==> config.mk <==
export PLATFORM = sky130hd
export DESIGN_NAME = disparity_top
export DESIGN_NICKNAME = d
export VERILOG_FILES = /design/src/rtl/stereo_geom_pkg.sv /design/src/rtl/match_pkg.sv /design/src/rtl/match_if.sv /design/src/rtl/pixel_fetch.sv /design/src/rtl/sad_accumulate.sv /design/src/rtl/disparity_select.sv /design/src/rtl/disparity_top.sv
export SDC_FILE = /design/constraint.sdc
export NUM_CORES = 1
export LEC_CHECK = 0
export ABC_AREA = 0
export BUFFER_PORTS_ARGS = -buffer_cell sky130_fd_sc_hd__buf_2
export CORE_UTILIZATION = 35
export DETAILED_ROUTE_END_ITERATION = 10
export GPL_ROUTABILITY_DRIVEN = 0
export PLACE_DENSITY = 0.56
export RECOVER_POWER = 25
export SKIP_CTS_REPAIR_TIMING = 1
export SYNTH_ARGS = -nofsm -noshare
export SYNTH_HDL_FRONTEND = slang
export SYNTH_HIERARCHICAL = 1
export SYNTH_SLANG_ARGS = --single-unit
==> constraint.sdc <==
create_clock -name clk -period 11.2 [get_ports clk]
set_clock_uncertainty 0.05 [all_clocks]
set_input_delay 1.68 -clock clk [delete_from_list [all_inputs] [get_ports clk]]
set_output_delay 1.68 -clock clk [all_outputs]
set_load 0.02 [all_outputs]
==> src/rtl/stereo_geom_pkg.sv <==
package stereo_geom_pkg;

	////////////////////
	// field widths
	////////////////////

	localparam int PIX_W = 8;         // greyscale depth
	localparam int COORD_W = 9;       // row or col index, up to 511
	localparam int ADDR_W = 17;       // image memory, 384 x 288 fits
	localparam int RESULT_ADDR_W = 19; // result memory address

	////////////////////
	// default geometry
	////////////////////

	localparam int DEF_WIDTH = 384;   // pixels per row
	localparam int DEF_HEIGHT = 288;  // rows per image

	////////////////////
	// types
	////////////////////

	typedef logic [PIX_W-1:0] pixel_t;                 // one image sample
	typedef logic [COORD_W-1:0] coord_t;               // row / col counter
	typedef logic [ADDR_W-1:0] addr_t;                 // left / right memory address
	typedef logic [RESULT_ADDR_W-1:0] result_addr_t;   // row * width + col

endpackage

==> src/rtl/match_pkg.sv <==
package match_pkg;

	////////////////////
	// field widths
	////////////////////

	localparam int DISP_W = 6;   // up to 63 candidates per pixel
	localparam int COST_W = 14;  // plain SAD sum, no division

	////////////////////
	// default search
	////////////////////

	localparam int DEF_MAX_DISP = 20;   // candidates 0 .. 19
	localparam int DEF_HALF_BLOCK = 3;  // 7 x 7 block

	////////////////////
	// types
	////////////////////

	// candidate shift, also the value written to the result memory
	typedef logic [DISP_W-1:0] disp_t;

	// block cost; the arg-min compares these directly
	typedef logic [COST_W-1:0] cost_t;

endpackage

==> src/rtl/match_if.sv <==
`timescale 1ns/1ps

////////////////////
// pixel pair stream
////////////////////

// one left / right pixel pair per valid cycle, block order
interface pixel_pair_if;
	logic valid;                        // pair present this cycle
	stereo_geom_pkg::pixel_t left_pix;  // template block pixel, zero outside image
	stereo_geom_pkg::pixel_t right_pix; // shifted block pixel, zero outside image
	logic last;                         // final pair of the candidate block

	modport src (output valid, output left_pix, output right_pix, output last);
	modport dst (input valid, input left_pix, input right_pix, input last);
endinterface

////////////////////
// candidate costs
////////////////////

// one strobe per candidate disparity
interface cost_if;
	logic valid;              // cost present this cycle
	match_pkg::cost_t cost;   // SAD over the whole block
	match_pkg::disp_t disp;   // candidate the cost belongs to
	logic last_cand;          // final candidate of this pixel

	modport src (output valid, output cost, output disp, output last_cand);
	modport dst (input valid, input cost, input disp, input last_cand);
endinterface

==> src/rtl/pixel_fetch.sv <==
`timescale 1ns/1ps

module pixel_fetch #(
	parameter int IMG_WIDTH = stereo_geom_pkg::DEF_WIDTH,
	parameter int IMG_HEIGHT = stereo_geom_pkg::DEF_HEIGHT,
	parameter int MAX_DISP = match_pkg::DEF_MAX_DISP,
	parameter int HALF_BLOCK = match_pkg::DEF_HALF_BLOCK
) (
	input  logic clk,
	input  logic reset,
	input  logic start,
	input  stereo_geom_pkg::pixel_t left_data,   // one cycle after left_addr
	input  stereo_geom_pkg::pixel_t right_data,  // one cycle after right_addr
	input  logic scan_done,                      // final result written
	output stereo_geom_pkg::addr_t left_addr,
	output stereo_geom_pkg::addr_t right_addr,
	output logic busy,
	pixel_pair_if.src pair,
	output match_pkg::disp_t cand_disp,          // tag for the block ending on pair.last
	output logic cand_last                       // that block is the pixel's last candidate
);

	localparam int BLOCK = 2 * HALF_BLOCK + 1;

	////////////////////
	// scan state
	////////////////////

	logic run;                         // issuing addresses
	stereo_geom_pkg::coord_t row, col; // centre pixel
	match_pkg::disp_t cand;            // current candidate
	logic [3:0] brow, bcol;            // position inside block

	stereo_geom_pkg::coord_t room;     // columns left of the right edge
	match_pkg::disp_t cand_lim;        // last candidate for this pixel

	logic signed [10:0] blk_y, blk_xl, blk_xr; // block pixel coordinates
	logic left_ok, right_ok;           // coordinate lies inside image
	logic left_ok_d, right_ok_d;       // aligned with returned data

	logic blk_end, cand_end, col_end, row_end;

	// candidate range clipped where the shifted block leaves the image
	assign room = stereo_geom_pkg::coord_t'(IMG_WIDTH - 1) - col;
	assign cand_lim = (room < stereo_geom_pkg::coord_t'(MAX_DISP - 1)) ?
		match_pkg::disp_t'(room) : match_pkg::disp_t'(MAX_DISP - 1);

	assign blk_end = (bcol == 4'(BLOCK - 1)) && (brow == 4'(BLOCK - 1));
	assign cand_end = blk_end && (cand == cand_lim);
	assign col_end = (col == stereo_geom_pkg::coord_t'(IMG_WIDTH - 1));
	assign row_end = (row == stereo_geom_pkg::coord_t'(IMG_HEIGHT - 1));

	////////////////////
	// address stage
	////////////////////

	assign blk_y = 11'(row) + 11'(brow) - 11'(HALF_BLOCK);
	assign blk_xl = 11'(col) + 11'(bcol) - 11'(HALF_BLOCK);
	assign blk_xr = blk_xl + 11'(cand); // right block shifted by d

	assign left_ok = !blk_y[10] && (blk_y < 11'(IMG_HEIGHT)) &&
		!blk_xl[10] && (blk_xl < 11'(IMG_WIDTH));
	assign right_ok = !blk_y[10] && (blk_y < 11'(IMG_HEIGHT)) &&
		!blk_xr[10] && (blk_xr < 11'(IMG_WIDTH));

	// out of image reads go to 0, the data is dropped later anyway
	assign left_addr = left_ok ?
		stereo_geom_pkg::addr_t'(blk_y) * stereo_geom_pkg::addr_t'(IMG_WIDTH) +
		stereo_geom_pkg::addr_t'(blk_xl) : '0;
	assign right_addr = right_ok ?
		stereo_geom_pkg::addr_t'(blk_y) * stereo_geom_pkg::addr_t'(IMG_WIDTH) +
		stereo_geom_pkg::addr_t'(blk_xr) : '0;

	// nested counters, bcol fastest, row slowest
	always_ff @(posedge clk) begin
		if (reset) begin
			run <= 1'b0;
			busy <= 1'b0;
			row <= '0;
			col <= '0;
			cand <= '0;
			brow <= '0;
			bcol <= '0;
		end else if (start && !busy) begin
			run <= 1'b1;
			busy <= 1'b1;
			row <= '0;
			col <= '0;
			cand <= '0;
			brow <= '0;
			bcol <= '0;
		end else begin
			if (scan_done)
				busy <= 1'b0; // last result is out
			if (run) begin
				if (bcol != 4'(BLOCK - 1)) begin
					bcol <= bcol + 4'd1;
				end else begin
					bcol <= '0;
					if (!blk_end) begin
						brow <= brow + 4'd1;
					end else begin
						brow <= '0;
						if (!cand_end) begin
							cand <= cand + 1'b1;
						end else begin
							cand <= '0;
							if (!col_end) begin
								col <= col + 1'b1;
							end else begin
								col <= '0;
								if (!row_end)
									row <= row + 1'b1;
								else
									run <= 1'b0; // final pair issued
							end
						end
					end
				end
			end
		end
	end

	////////////////////
	// data return stage
	////////////////////

	always_ff @(posedge clk) begin
		if (reset) begin
			pair.valid <= 1'b0;
		end else begin
			pair.valid <= run; // memory latency of one
		end
	end

	// sideband follows the pair through the memory cycle
	always_ff @(posedge clk) begin
		pair.last <= run && blk_end;
		left_ok_d <= left_ok;
		right_ok_d <= right_ok;
		cand_disp <= cand;
		cand_last <= cand_end;
	end

	// zero padding
	assign pair.left_pix = left_ok_d ? left_data : '0;
	assign pair.right_pix = right_ok_d ? right_data : '0;

endmodule

==> src/rtl/sad_accumulate.sv <==
`timescale 1ns/1ps

module sad_accumulate (
	input  logic clk,
	input  logic reset,
	pixel_pair_if.dst pair,
	input  match_pkg::disp_t cand_disp,  // valid with pair.last
	input  logic cand_last,              // valid with pair.last
	cost_if.src cost
);

	stereo_geom_pkg::pixel_t abs_diff;   // |left - right|
	match_pkg::cost_t acc;               // running block sum
	match_pkg::cost_t acc_next;

	assign abs_diff = (pair.left_pix > pair.right_pix) ?
		pair.left_pix - pair.right_pix :
		pair.right_pix - pair.left_pix;

	assign acc_next = acc + match_pkg::cost_t'(abs_diff);

	////////////////////
	// accumulate
	////////////////////

	always_ff @(posedge clk) begin
		if (reset) begin
			acc <= '0;
			cost.valid <= 1'b0;
		end else begin
			cost.valid <= pair.valid && pair.last; // one per candidate
			if (pair.valid) begin
				if (pair.last)
					acc <= '0; // next block starts clean
				else
					acc <= acc_next;
			end
		end
	end

	// total and tag, registered with the strobe
	always_ff @(posedge clk) begin
		if (pair.valid && pair.last) begin
			cost.cost <= acc_next;
			cost.disp <= cand_disp;
			cost.last_cand <= cand_last;
		end
	end

endmodule

==> src/rtl/disparity_select.sv <==
`timescale 1ns/1ps

module disparity_select #(
	parameter int IMG_WIDTH = stereo_geom_pkg::DEF_WIDTH,
	parameter int IMG_HEIGHT = stereo_geom_pkg::DEF_HEIGHT
) (
	input  logic clk,
	input  logic reset,
	cost_if.dst cost,
	output stereo_geom_pkg::result_addr_t result_addr,
	output match_pkg::disp_t result_data,
	output logic result_we,
	output logic done,
	output logic scan_done   // final write in progress
);

	localparam stereo_geom_pkg::result_addr_t LAST_ADDR =
		stereo_geom_pkg::result_addr_t'(IMG_WIDTH * IMG_HEIGHT - 1);

	match_pkg::cost_t best_cost;          // minimum so far for this pixel
	match_pkg::disp_t best_disp;          // its disparity
	logic take;                           // new cost replaces the minimum
	match_pkg::disp_t pick_disp;          // winner including this candidate
	stereo_geom_pkg::result_addr_t pix_addr; // raster position of current pixel
	logic result_final;                   // current write is the last pixel

	// strict compare keeps the smallest d on ties, d = 0 always seeds
	assign take = (cost.disp == '0) || (cost.cost < best_cost);
	assign pick_disp = take ? cost.disp : best_disp;

	assign scan_done = result_we && result_final;

	////////////////////
	// running minimum
	////////////////////

	always_ff @(posedge clk) begin
		if (cost.valid && take) begin
			best_cost <= cost.cost;
			best_disp <= cost.disp;
		end
		if (cost.valid && cost.last_cand) begin
			result_data <= pick_disp;
			result_addr <= pix_addr;
			result_final <= (pix_addr == LAST_ADDR);
		end
	end

	////////////////////
	// write and done
	////////////////////

	always_ff @(posedge clk) begin
		if (reset) begin
			result_we <= 1'b0;
			done <= 1'b0;
			pix_addr <= '0;
		end else begin
			result_we <= cost.valid && cost.last_cand;
			done <= scan_done; // one cycle after final write
			if (cost.valid && cost.last_cand) begin
				if (pix_addr == LAST_ADDR)
					pix_addr <= '0; // ready for the next frame
				else
					pix_addr <= pix_addr + 1'b1;
			end
		end
	end

endmodule

==> src/rtl/disparity_top.sv <==
`timescale 1ns/1ps

module disparity_top #(
	parameter int IMG_WIDTH = stereo_geom_pkg::DEF_WIDTH,
	parameter int IMG_HEIGHT = stereo_geom_pkg::DEF_HEIGHT,
	parameter int MAX_DISP = match_pkg::DEF_MAX_DISP,
	parameter int HALF_BLOCK = match_pkg::DEF_HALF_BLOCK
) (
	input  logic clk,
	input  logic reset,
	input  logic start,                          // ignored while busy
	input  stereo_geom_pkg::pixel_t left_data,
	input  stereo_geom_pkg::pixel_t right_data,
	output stereo_geom_pkg::addr_t left_addr,
	output stereo_geom_pkg::addr_t right_addr,
	output stereo_geom_pkg::result_addr_t result_addr,
	output match_pkg::disp_t result_data,
	output logic result_we,
	output logic busy,
	output logic done
);

	pixel_pair_if pair_bus ();   // fetch -> accumulate
	cost_if cost_bus ();         // accumulate -> select

	match_pkg::disp_t cand_disp;
	logic cand_last;
	logic scan_done;             // select tells fetch the map is complete

	pixel_fetch #(
		.IMG_WIDTH(IMG_WIDTH),
		.IMG_HEIGHT(IMG_HEIGHT),
		.MAX_DISP(MAX_DISP),
		.HALF_BLOCK(HALF_BLOCK)
	) u_pixel_fetch (
		.clk(clk),
		.reset(reset),
		.start(start),
		.left_data(left_data),
		.right_data(right_data),
		.scan_done(scan_done),
		.left_addr(left_addr),
		.right_addr(right_addr),
		.busy(busy),
		.pair(pair_bus.src),
		.cand_disp(cand_disp),
		.cand_last(cand_last)
	);

	sad_accumulate u_sad_accumulate (
		.clk(clk),
		.reset(reset),
		.pair(pair_bus.dst),
		.cand_disp(cand_disp),
		.cand_last(cand_last),
		.cost(cost_bus.src)
	);

	disparity_select #(
		.IMG_WIDTH(IMG_WIDTH),
		.IMG_HEIGHT(IMG_HEIGHT)
	) u_disparity_select (
		.clk(clk),
		.reset(reset),
		.cost(cost_bus.dst),
		.result_addr(result_addr),
		.result_data(result_data),
		.result_we(result_we),
		.done(done),
		.scan_done(scan_done)
	);

endmodule

[After elaboration in Yosys (flattened, before gate mapping)]
Cells that the tools add are included.
Cells by class
  $add $sub $neg: 17
  $mul: 1
  divide/modulo/power cells: 0
  order comparisons: 6
  eq/ne operators: 7
  shift operators: 0
  multiplexer cells: 22
  bitwise gates (word level): 2
  reductions and logical operators: 25
Operators with widths (number)
  $add A17 B17 Y17: 2
  $mux W17: 2
  $lt A11 B10 Y1 const B: 3
  $mux W8: 3
  $sub A11 B2 Y11 const B: 2
  $add A9 B4 Y10: 2
  $add A19 B1 Y19 const B: 1
  $eq A19 B17 Y1 const B: 1
  $mux W19: 1
  $add A9 B1 Y9 const B: 2
  $eq A9 B9 Y1 const B: 2
  $mux W6: 3
  $mul A17 B2 Y10 const B: 1
  $sub A8 B8 Y8: 2
  $add A14 B8 Y14: 1
  $lt A14 B14 Y1: 1
  $mux W14: 1
  $logic_and A1 B1 Y1: 13
  $add A11 B6 Y11: 1
  $lt A9 B5 Y1 const B: 1
  $mux W1: 9
  $mux W9: 1
  $sub A9 B9 Y9 const A: 1
  $add A4 B1 Y4 const B: 2
  16 further kinds: 22
Storage, ports and cells
  register bits after elaboration: 148
  bits in latches: 0
  RAM bits: 0
  bits in read-only memories: 0
  input bits: 19
  output and inout bits: 62
  word-level logic and storage cells: 106
  memories kept: 0

[Longest topological paths before layout]
  word-level depth: 10
  mapped depth: 24
  depth with buffers taken out: 24

[Hierarchy]
Netlist, hierarchy kept.
By module, submodules not included
  pixel_fetch: times used 1, cells an instance 625, area each 4933.5 um2, sequential area each 900.9 um2
  disparity_select: times used 1, cells an instance 217, area each 2780.2 um2, sequential area each 1801.7 um2
  sad_accumulate: times used 1, cells an instance 264, area each 2561.2 um2, sequential area each 930.9 um2

[Worst setup path before layout]
OpenSTA, ideal clock, no wires.
  path kind: register to output
  from: register u_pixel_fetch.col[2]
  to: output right_addr[16]
  data arrival time: 4.847 ns
  required time: 9.470 ns
  path slack: 4.623 ns
  stages on the path, launching flop included: 25
  buffers on the path: 1
  path through: dfxtp_1 > clkbuf_1 > inv_1 > ha_1 > inv_1 > ha_1 > a21o_1 > a21oi_1 > xnor2_1 > ha_1 > o21a_1 > o31a_1 > o21ai_0 > a21oi_2 > nand3_1 > xnor2_2 > ha_1 > o21ai_0 > inv_1 > and3_1 > nand4_1 > nand4_1 > o211ai_1 > xnor2_1 > nor2_1
Between the ends
  word-level cells in the longest chain between the ends: 7
  elaborated cells on any way between the ends: 9
  classes of those cells: add/sub (4); order compare (1); mux (1); reduce/logical (3)
Ends and longest elaborated chain
  from (decl): line pixel_fetch.sv:30  | stereo_geom_pkg::coord_t row, col;
  from (signal assigned): line pixel_fetch.sv:109  | col <= col + 1'b1;
  $add A9 B4 Y10 (*): line pixel_fetch.sv:58  | assign blk_xl = 11'(col) + 11'(bcol) - 11'(HALF_BLOCK);
  $sub A11 B2 Y11 (*): line pixel_fetch.sv:58
  $add A11 B6 Y11 (*): line pixel_fetch.sv:59  | assign blk_xr = blk_xl + 11'(cand);
  parallel branches: the longest is 3 deep, another holds $add A17 B17 Y17
  $mux W17 (*): line pixel_fetch.sv:70  | assign right_addr = right_ok ?
  to (decl): line disparity_top.sv:15  | output stereo_geom_pkg::addr_t right_addr,
Mark *: on every way between the ends.

[Final worst setup path]
  from: register u_pixel_fetch.col[1]
  to: output right_addr[16]
The elaborated chain is that of the path after synthesis.

==> reports/qor.log <==
qor: placed_design.dp_hpwl 17.0 mm
qor: layout.nets 1,324
qor: sta.rsz0062_at_grt false
qor: worst_setup_path.cp.arrival 5.86 ns
qor: worst_setup_path.slowest_stage sky130_fd_sc_hd__dfxtp_1
qor: pwr.power.density_cell_area 103 mW/mm^2
qor: routing.detail_route.first_pass.iterations 5
qor: pwr.power.sequential.fraction 0.472
qor: synth.synth.most_common_cell sky130_fd_sc_hd__inv_1
qor: run_status.violations max-capacitance violations, max-slew violations
qor: floorplan.core_area 0.0288 sq mm
qor: layout.proportion_of_layout_cells_with_a_drive_suffix_above_1 0.122
qor: sta.setup-violations-final 0
qor: floorplan.die-height 173 microns
qor: sta.final_hold_slack 0.355 ns
qor: worst_setup_path.critical_path_class register to output pin
qor: floorplan.die_area 0.0300 sq mm
qor: synth.synthCells 1,106
qor: worst_setup_path.worstPathMaxFanout 10
qor: cts.clock_latency 0.43 ns
qor: placed_design.port-buffer-count 80
qor: floorplan.die_width 173 microns
qor: sta.timing_hold_violations_final 0
qor: global_routing.remaining_global_route_overflow 0
qor: synth.synth-edff-count 67
qor: cts.clockRootBuffer sky130_fd_sc_hd__clkbuf_16
qor: routing.wire_per_inst 14.1 microns
qor: global_routing.track_usage 0.150
qor: global_routing.grt_start_max_net_pins 30
qor: synth.synth.ff_latch_count 148
qor: layout.fin_cells 1,579
qor: routing.wl 22.2 mm
qor: synth.synth_ff_type sky130_fd_sc_hd__dfxtp_1
qor: sta.transition_time_at_the_pin_with_the_least_slew_margin 1.53 ns
qor: synth.synth_cell_type_count 92
qor: synth.yosys_warnings 6
qor: flow_run.maxCapViolations 1
qor: cts.clock-sinks 148
qor: cts.h-tree-depth 4
qor: pwr.vdd.ir_drop.worst 0.104 mV
qor: sta.timing.fmax 132 MHz
qor: floorplan.top_level_ports 81
qor: worst_setup_path.crit_path_start_kind register
qor: worst_setup_path.critical_path.endpoint_type output pin
qor: pwr.power 0.00121 W
qor: cts.cts.clk_slew.worst_paths 0.06 ns
qor: pwr.net_switching_power 0.000271 W
qor: worst_setup_path.cp.buffers_inverters 2
qor: sta.post-route-min-period 7.59 ns
qor: placed_design.dp_slack 4.15 ns
qor: worst_setup_path.length_in_cells_of_the_worst_reg_to_reg_path 14
qor: global_routing.grt_pass1_vias 7,461
qor: min_path.min_path_cells 0
qor: sta.final_max_slew_viol_count 29
qor: layout.diodes 0
qor: global_routing.antenna_violations_before_repair 0
qor: cts.cts_buffers 17
qor: cts.cts-root-to-sink-buffers 2
qor: sta.slew_headroom -0.0171
qor: pwr.intPower 0.000934 W
qor: cts.cts_tree done
qor: sta.timing.final.ws_setup 3.61 ns
qor: worst_setup_path.timing.critical_path.mode_cell sky130_fd_sc_hd__ha_1
qor: synth.synth_area_leader_cell sky130_fd_sc_hd__edfxtp_1
qor: synth.yosys-top-cells-area sky130_fd_sc_hd__edfxtp_1 (20%), sky130_fd_sc_hd__dfxtp_1 (16%), sky130_fd_sc_hd__ha_1 (14%)
qor: routing.route.detailed.drc 0
qor: placed_design.dpl.cell_count 1,547
qor: pwr.power_switching_share 0.225
qor: pwr.combinationalPowerShare 0.020
qor: worst_setup_path.cp_top_family adder cells
qor: routing.ant_nets 0
qor: pwr.p_clk_frac 0.508
qor: worst_setup_path.critical_path.cell_chain ha_1, ha_1, fa_1, a21o_1, a21oi_1, xnor2_1, ha_1, o21ai_0, a21oi_2, nand3_1, xnor2_2, ha_1, o21ai_0, inv_1, and3_1, nand4_1, nand4_1, o211ai_1, xnor2_1, nor2_1, buf_2
qor: layout.area_grow_syn2layout 13.6%
qor: worst_setup_path.worst-endpoint-required 9.47 ns
qor: floorplan.rows 62
qor: routing.num_vias 7,779
qor: pwr.power.leakage 4.94 nW
qor: worst_setup_path.slowest_delay 0.55 ns
qor: global_routing.first_pass_grt_wire_length 37.0 mm
qor: synth.synthArstFlopShare 0
qor: worst_setup_path.path_depth 21
qor: sta.final_total_negative_setup_slack 0 ns
qor: synth.synth.avg_cell_area 9.29 sq um
qor: sta.post-route-period-util 0.678
qor: synth.synth.top_cells.by_count sky130_fd_sc_hd__inv_1 (120), sky130_fd_sc_hd__ha_1 (114), sky130_fd_sc_hd__nor2_1 (106)
qor: synth.yosysSeqAreaShare 0.354
qor: synth.synth_top_area_frac 0.196
qor: run_status.run_status finished with violations
qor: synth.post_synth_instance_area 0.0103 sq mm
qor: floorplan.starting_density_of_the_core 0.357
qor: min_path.hold_path_class register to register
qor: synth.synth_fp_nets 1,248
qor: routing.post_drt_via_cell_ratio 4.93
qor: routing.drt_iter0_markers 382
## worst reg2reg max path: stages (launching register included)
cell	delay, ns
sky130_fd_sc_hd__dfxtp_1	0.46
sky130_fd_sc_hd__and2_1	0.27
sky130_fd_sc_hd__inv_1	0.11
sky130_fd_sc_hd__fa_1	0.46
sky130_fd_sc_hd__a211oi_1	0.37
sky130_fd_sc_hd__o21a_4	0.22
sky130_fd_sc_hd__nor2_4	0.06
sky130_fd_sc_hd__mux2i_1	0.24
sky130_fd_sc_hd__o221ai_2	0.14
sky130_fd_sc_hd__xor2_1	0.16
sky130_fd_sc_hd__ha_1	0.38
sky130_fd_sc_hd__a2111oi_0	0.57
sky130_fd_sc_hd__a21boi_0	0.30
sky130_fd_sc_hd__nor2_1	0.12
sky130_fd_sc_hd__xor2_1	0.15
## routing by layer
metal	track usage	wire [microns]	up-vias
met5	0	0	-
met4	0.0406	222	0
met3	0.0250	661	12
met2	0.236	9870	133
met1	0.212	11400	3587
li1	-	-	4047
## power groups by stage
stage               Sequential, W  Combinational, W  Clock, W
floorplan                0.000578         0.0000175         0
global placement         0.000581         0.0000237         0
detailed placement       0.000581         0.0000240         0
CTS                      0.000569         0.0000241  0.000630
global route             0.000569         0.0000265  0.000651
finish                   0.000569         0.0000237  0.000613
## through the flow
| stage | utilization | area (sq um) |
|---|---|---|
| 2_1_floorplan | - | 10300 |
| 3_3_place_gp | 0.384 | 11100 |
| 3_5_place_dp | 0.384 | 11100 |
| 4_1_cts | 0.406 | 11700 |
| 5_1_grt | 0.406 | 11700 |
| 6_report | 0.406 | 11700 |
## logic make-up after synthesis
logic type | count (synthesis) | synth area share
mux | 11 | 0.0110
simple gates | 379 | 0.196
buf+inv | 145 | 0.0555
xor+xnor | 96 | 0.0871
flops | 148 | 0.354
compound gates | 204 | 0.141
fa+ha+maj | 123 | 0.156
## area by class of cell
cell class / count / area, sq um
inverter: 121 / 454
clock inverter: 15 / 201
sequential: 148 / 3630
clock buffer: 17 / 425
multi-input combinational: 813 / 6070
tap: 384 / 480
timing repair buffer: 81 / 404
fill: 2865 / 17100
## final timing paths
| path | start | to | slack (ns) |
|---|---|---|---|
| worst max-delay path | u_pixel_fetch/col[1] | right_addr[16] | 3.61 |
| worst min-delay path | u_pixel_fetch/cand_disp[3] | u_sad_accumulate/cost.disp[3] | 0.35 |
| worst max register to register | u_pixel_fetch/right_ok_d | u_sad_accumulate/cost.cost[9] | 6.88 |
| worst min register to register | u_pixel_fetch/cand_disp[3] | u_sad_accumulate/cost.disp[3] | 0.35 |
## cells in the final DEF (no fill, tap or decap), types with 10 or more instances in the layout
cell type,count
sky130_fd_sc_hd__nand2_1,60
sky130_fd_sc_hd__nand3_1,29
sky130_fd_sc_hd__nor2_1,106
sky130_fd_sc_hd__a21o_1,16
sky130_fd_sc_hd__o211ai_1,10
sky130_fd_sc_hd__nor2b_1,17
sky130_fd_sc_hd__clkbuf_16,17
sky130_fd_sc_hd__xnor2_1,52
sky130_fd_sc_hd__dfxtp_1,81
sky130_fd_sc_hd__and2_1,31
sky130_fd_sc_hd__ha_1,114
sky130_fd_sc_hd__a21oi_1,66
sky130_fd_sc_hd__buf_2,80
sky130_fd_sc_hd__inv_1,120
sky130_fd_sc_hd__xor2_1,40
sky130_fd_sc_hd__and3_1,19
sky130_fd_sc_hd__nand2b_1,12
sky130_fd_sc_hd__nor3_1,27
sky130_fd_sc_hd__o21ai_0,17
sky130_fd_sc_hd__nor3b_1,11
sky130_fd_sc_hd__nand4_1,21
sky130_fd_sc_hd__edfxtp_1,67
## state kept, by name (all words and copies together), names as in the netlist, 6 cells and up
name and count:
u_pixel_fetch/cand_disp 6, u_pixel_fetch/col 9, u_disparity_select/best_cost 14, u_disparity_select/pix_addr 19
u_sad_accumulate/cost.cost 14, u_sad_accumulate/cost.disp 6, u_pixel_fetch/row 9, u_disparity_select/result_addr 19
u_disparity_select/result_data 6, u_pixel_fetch/cand 6, u_sad_accumulate/acc 14, u_disparity_select/best_disp 6
Power figures use the tool's default switching activity.
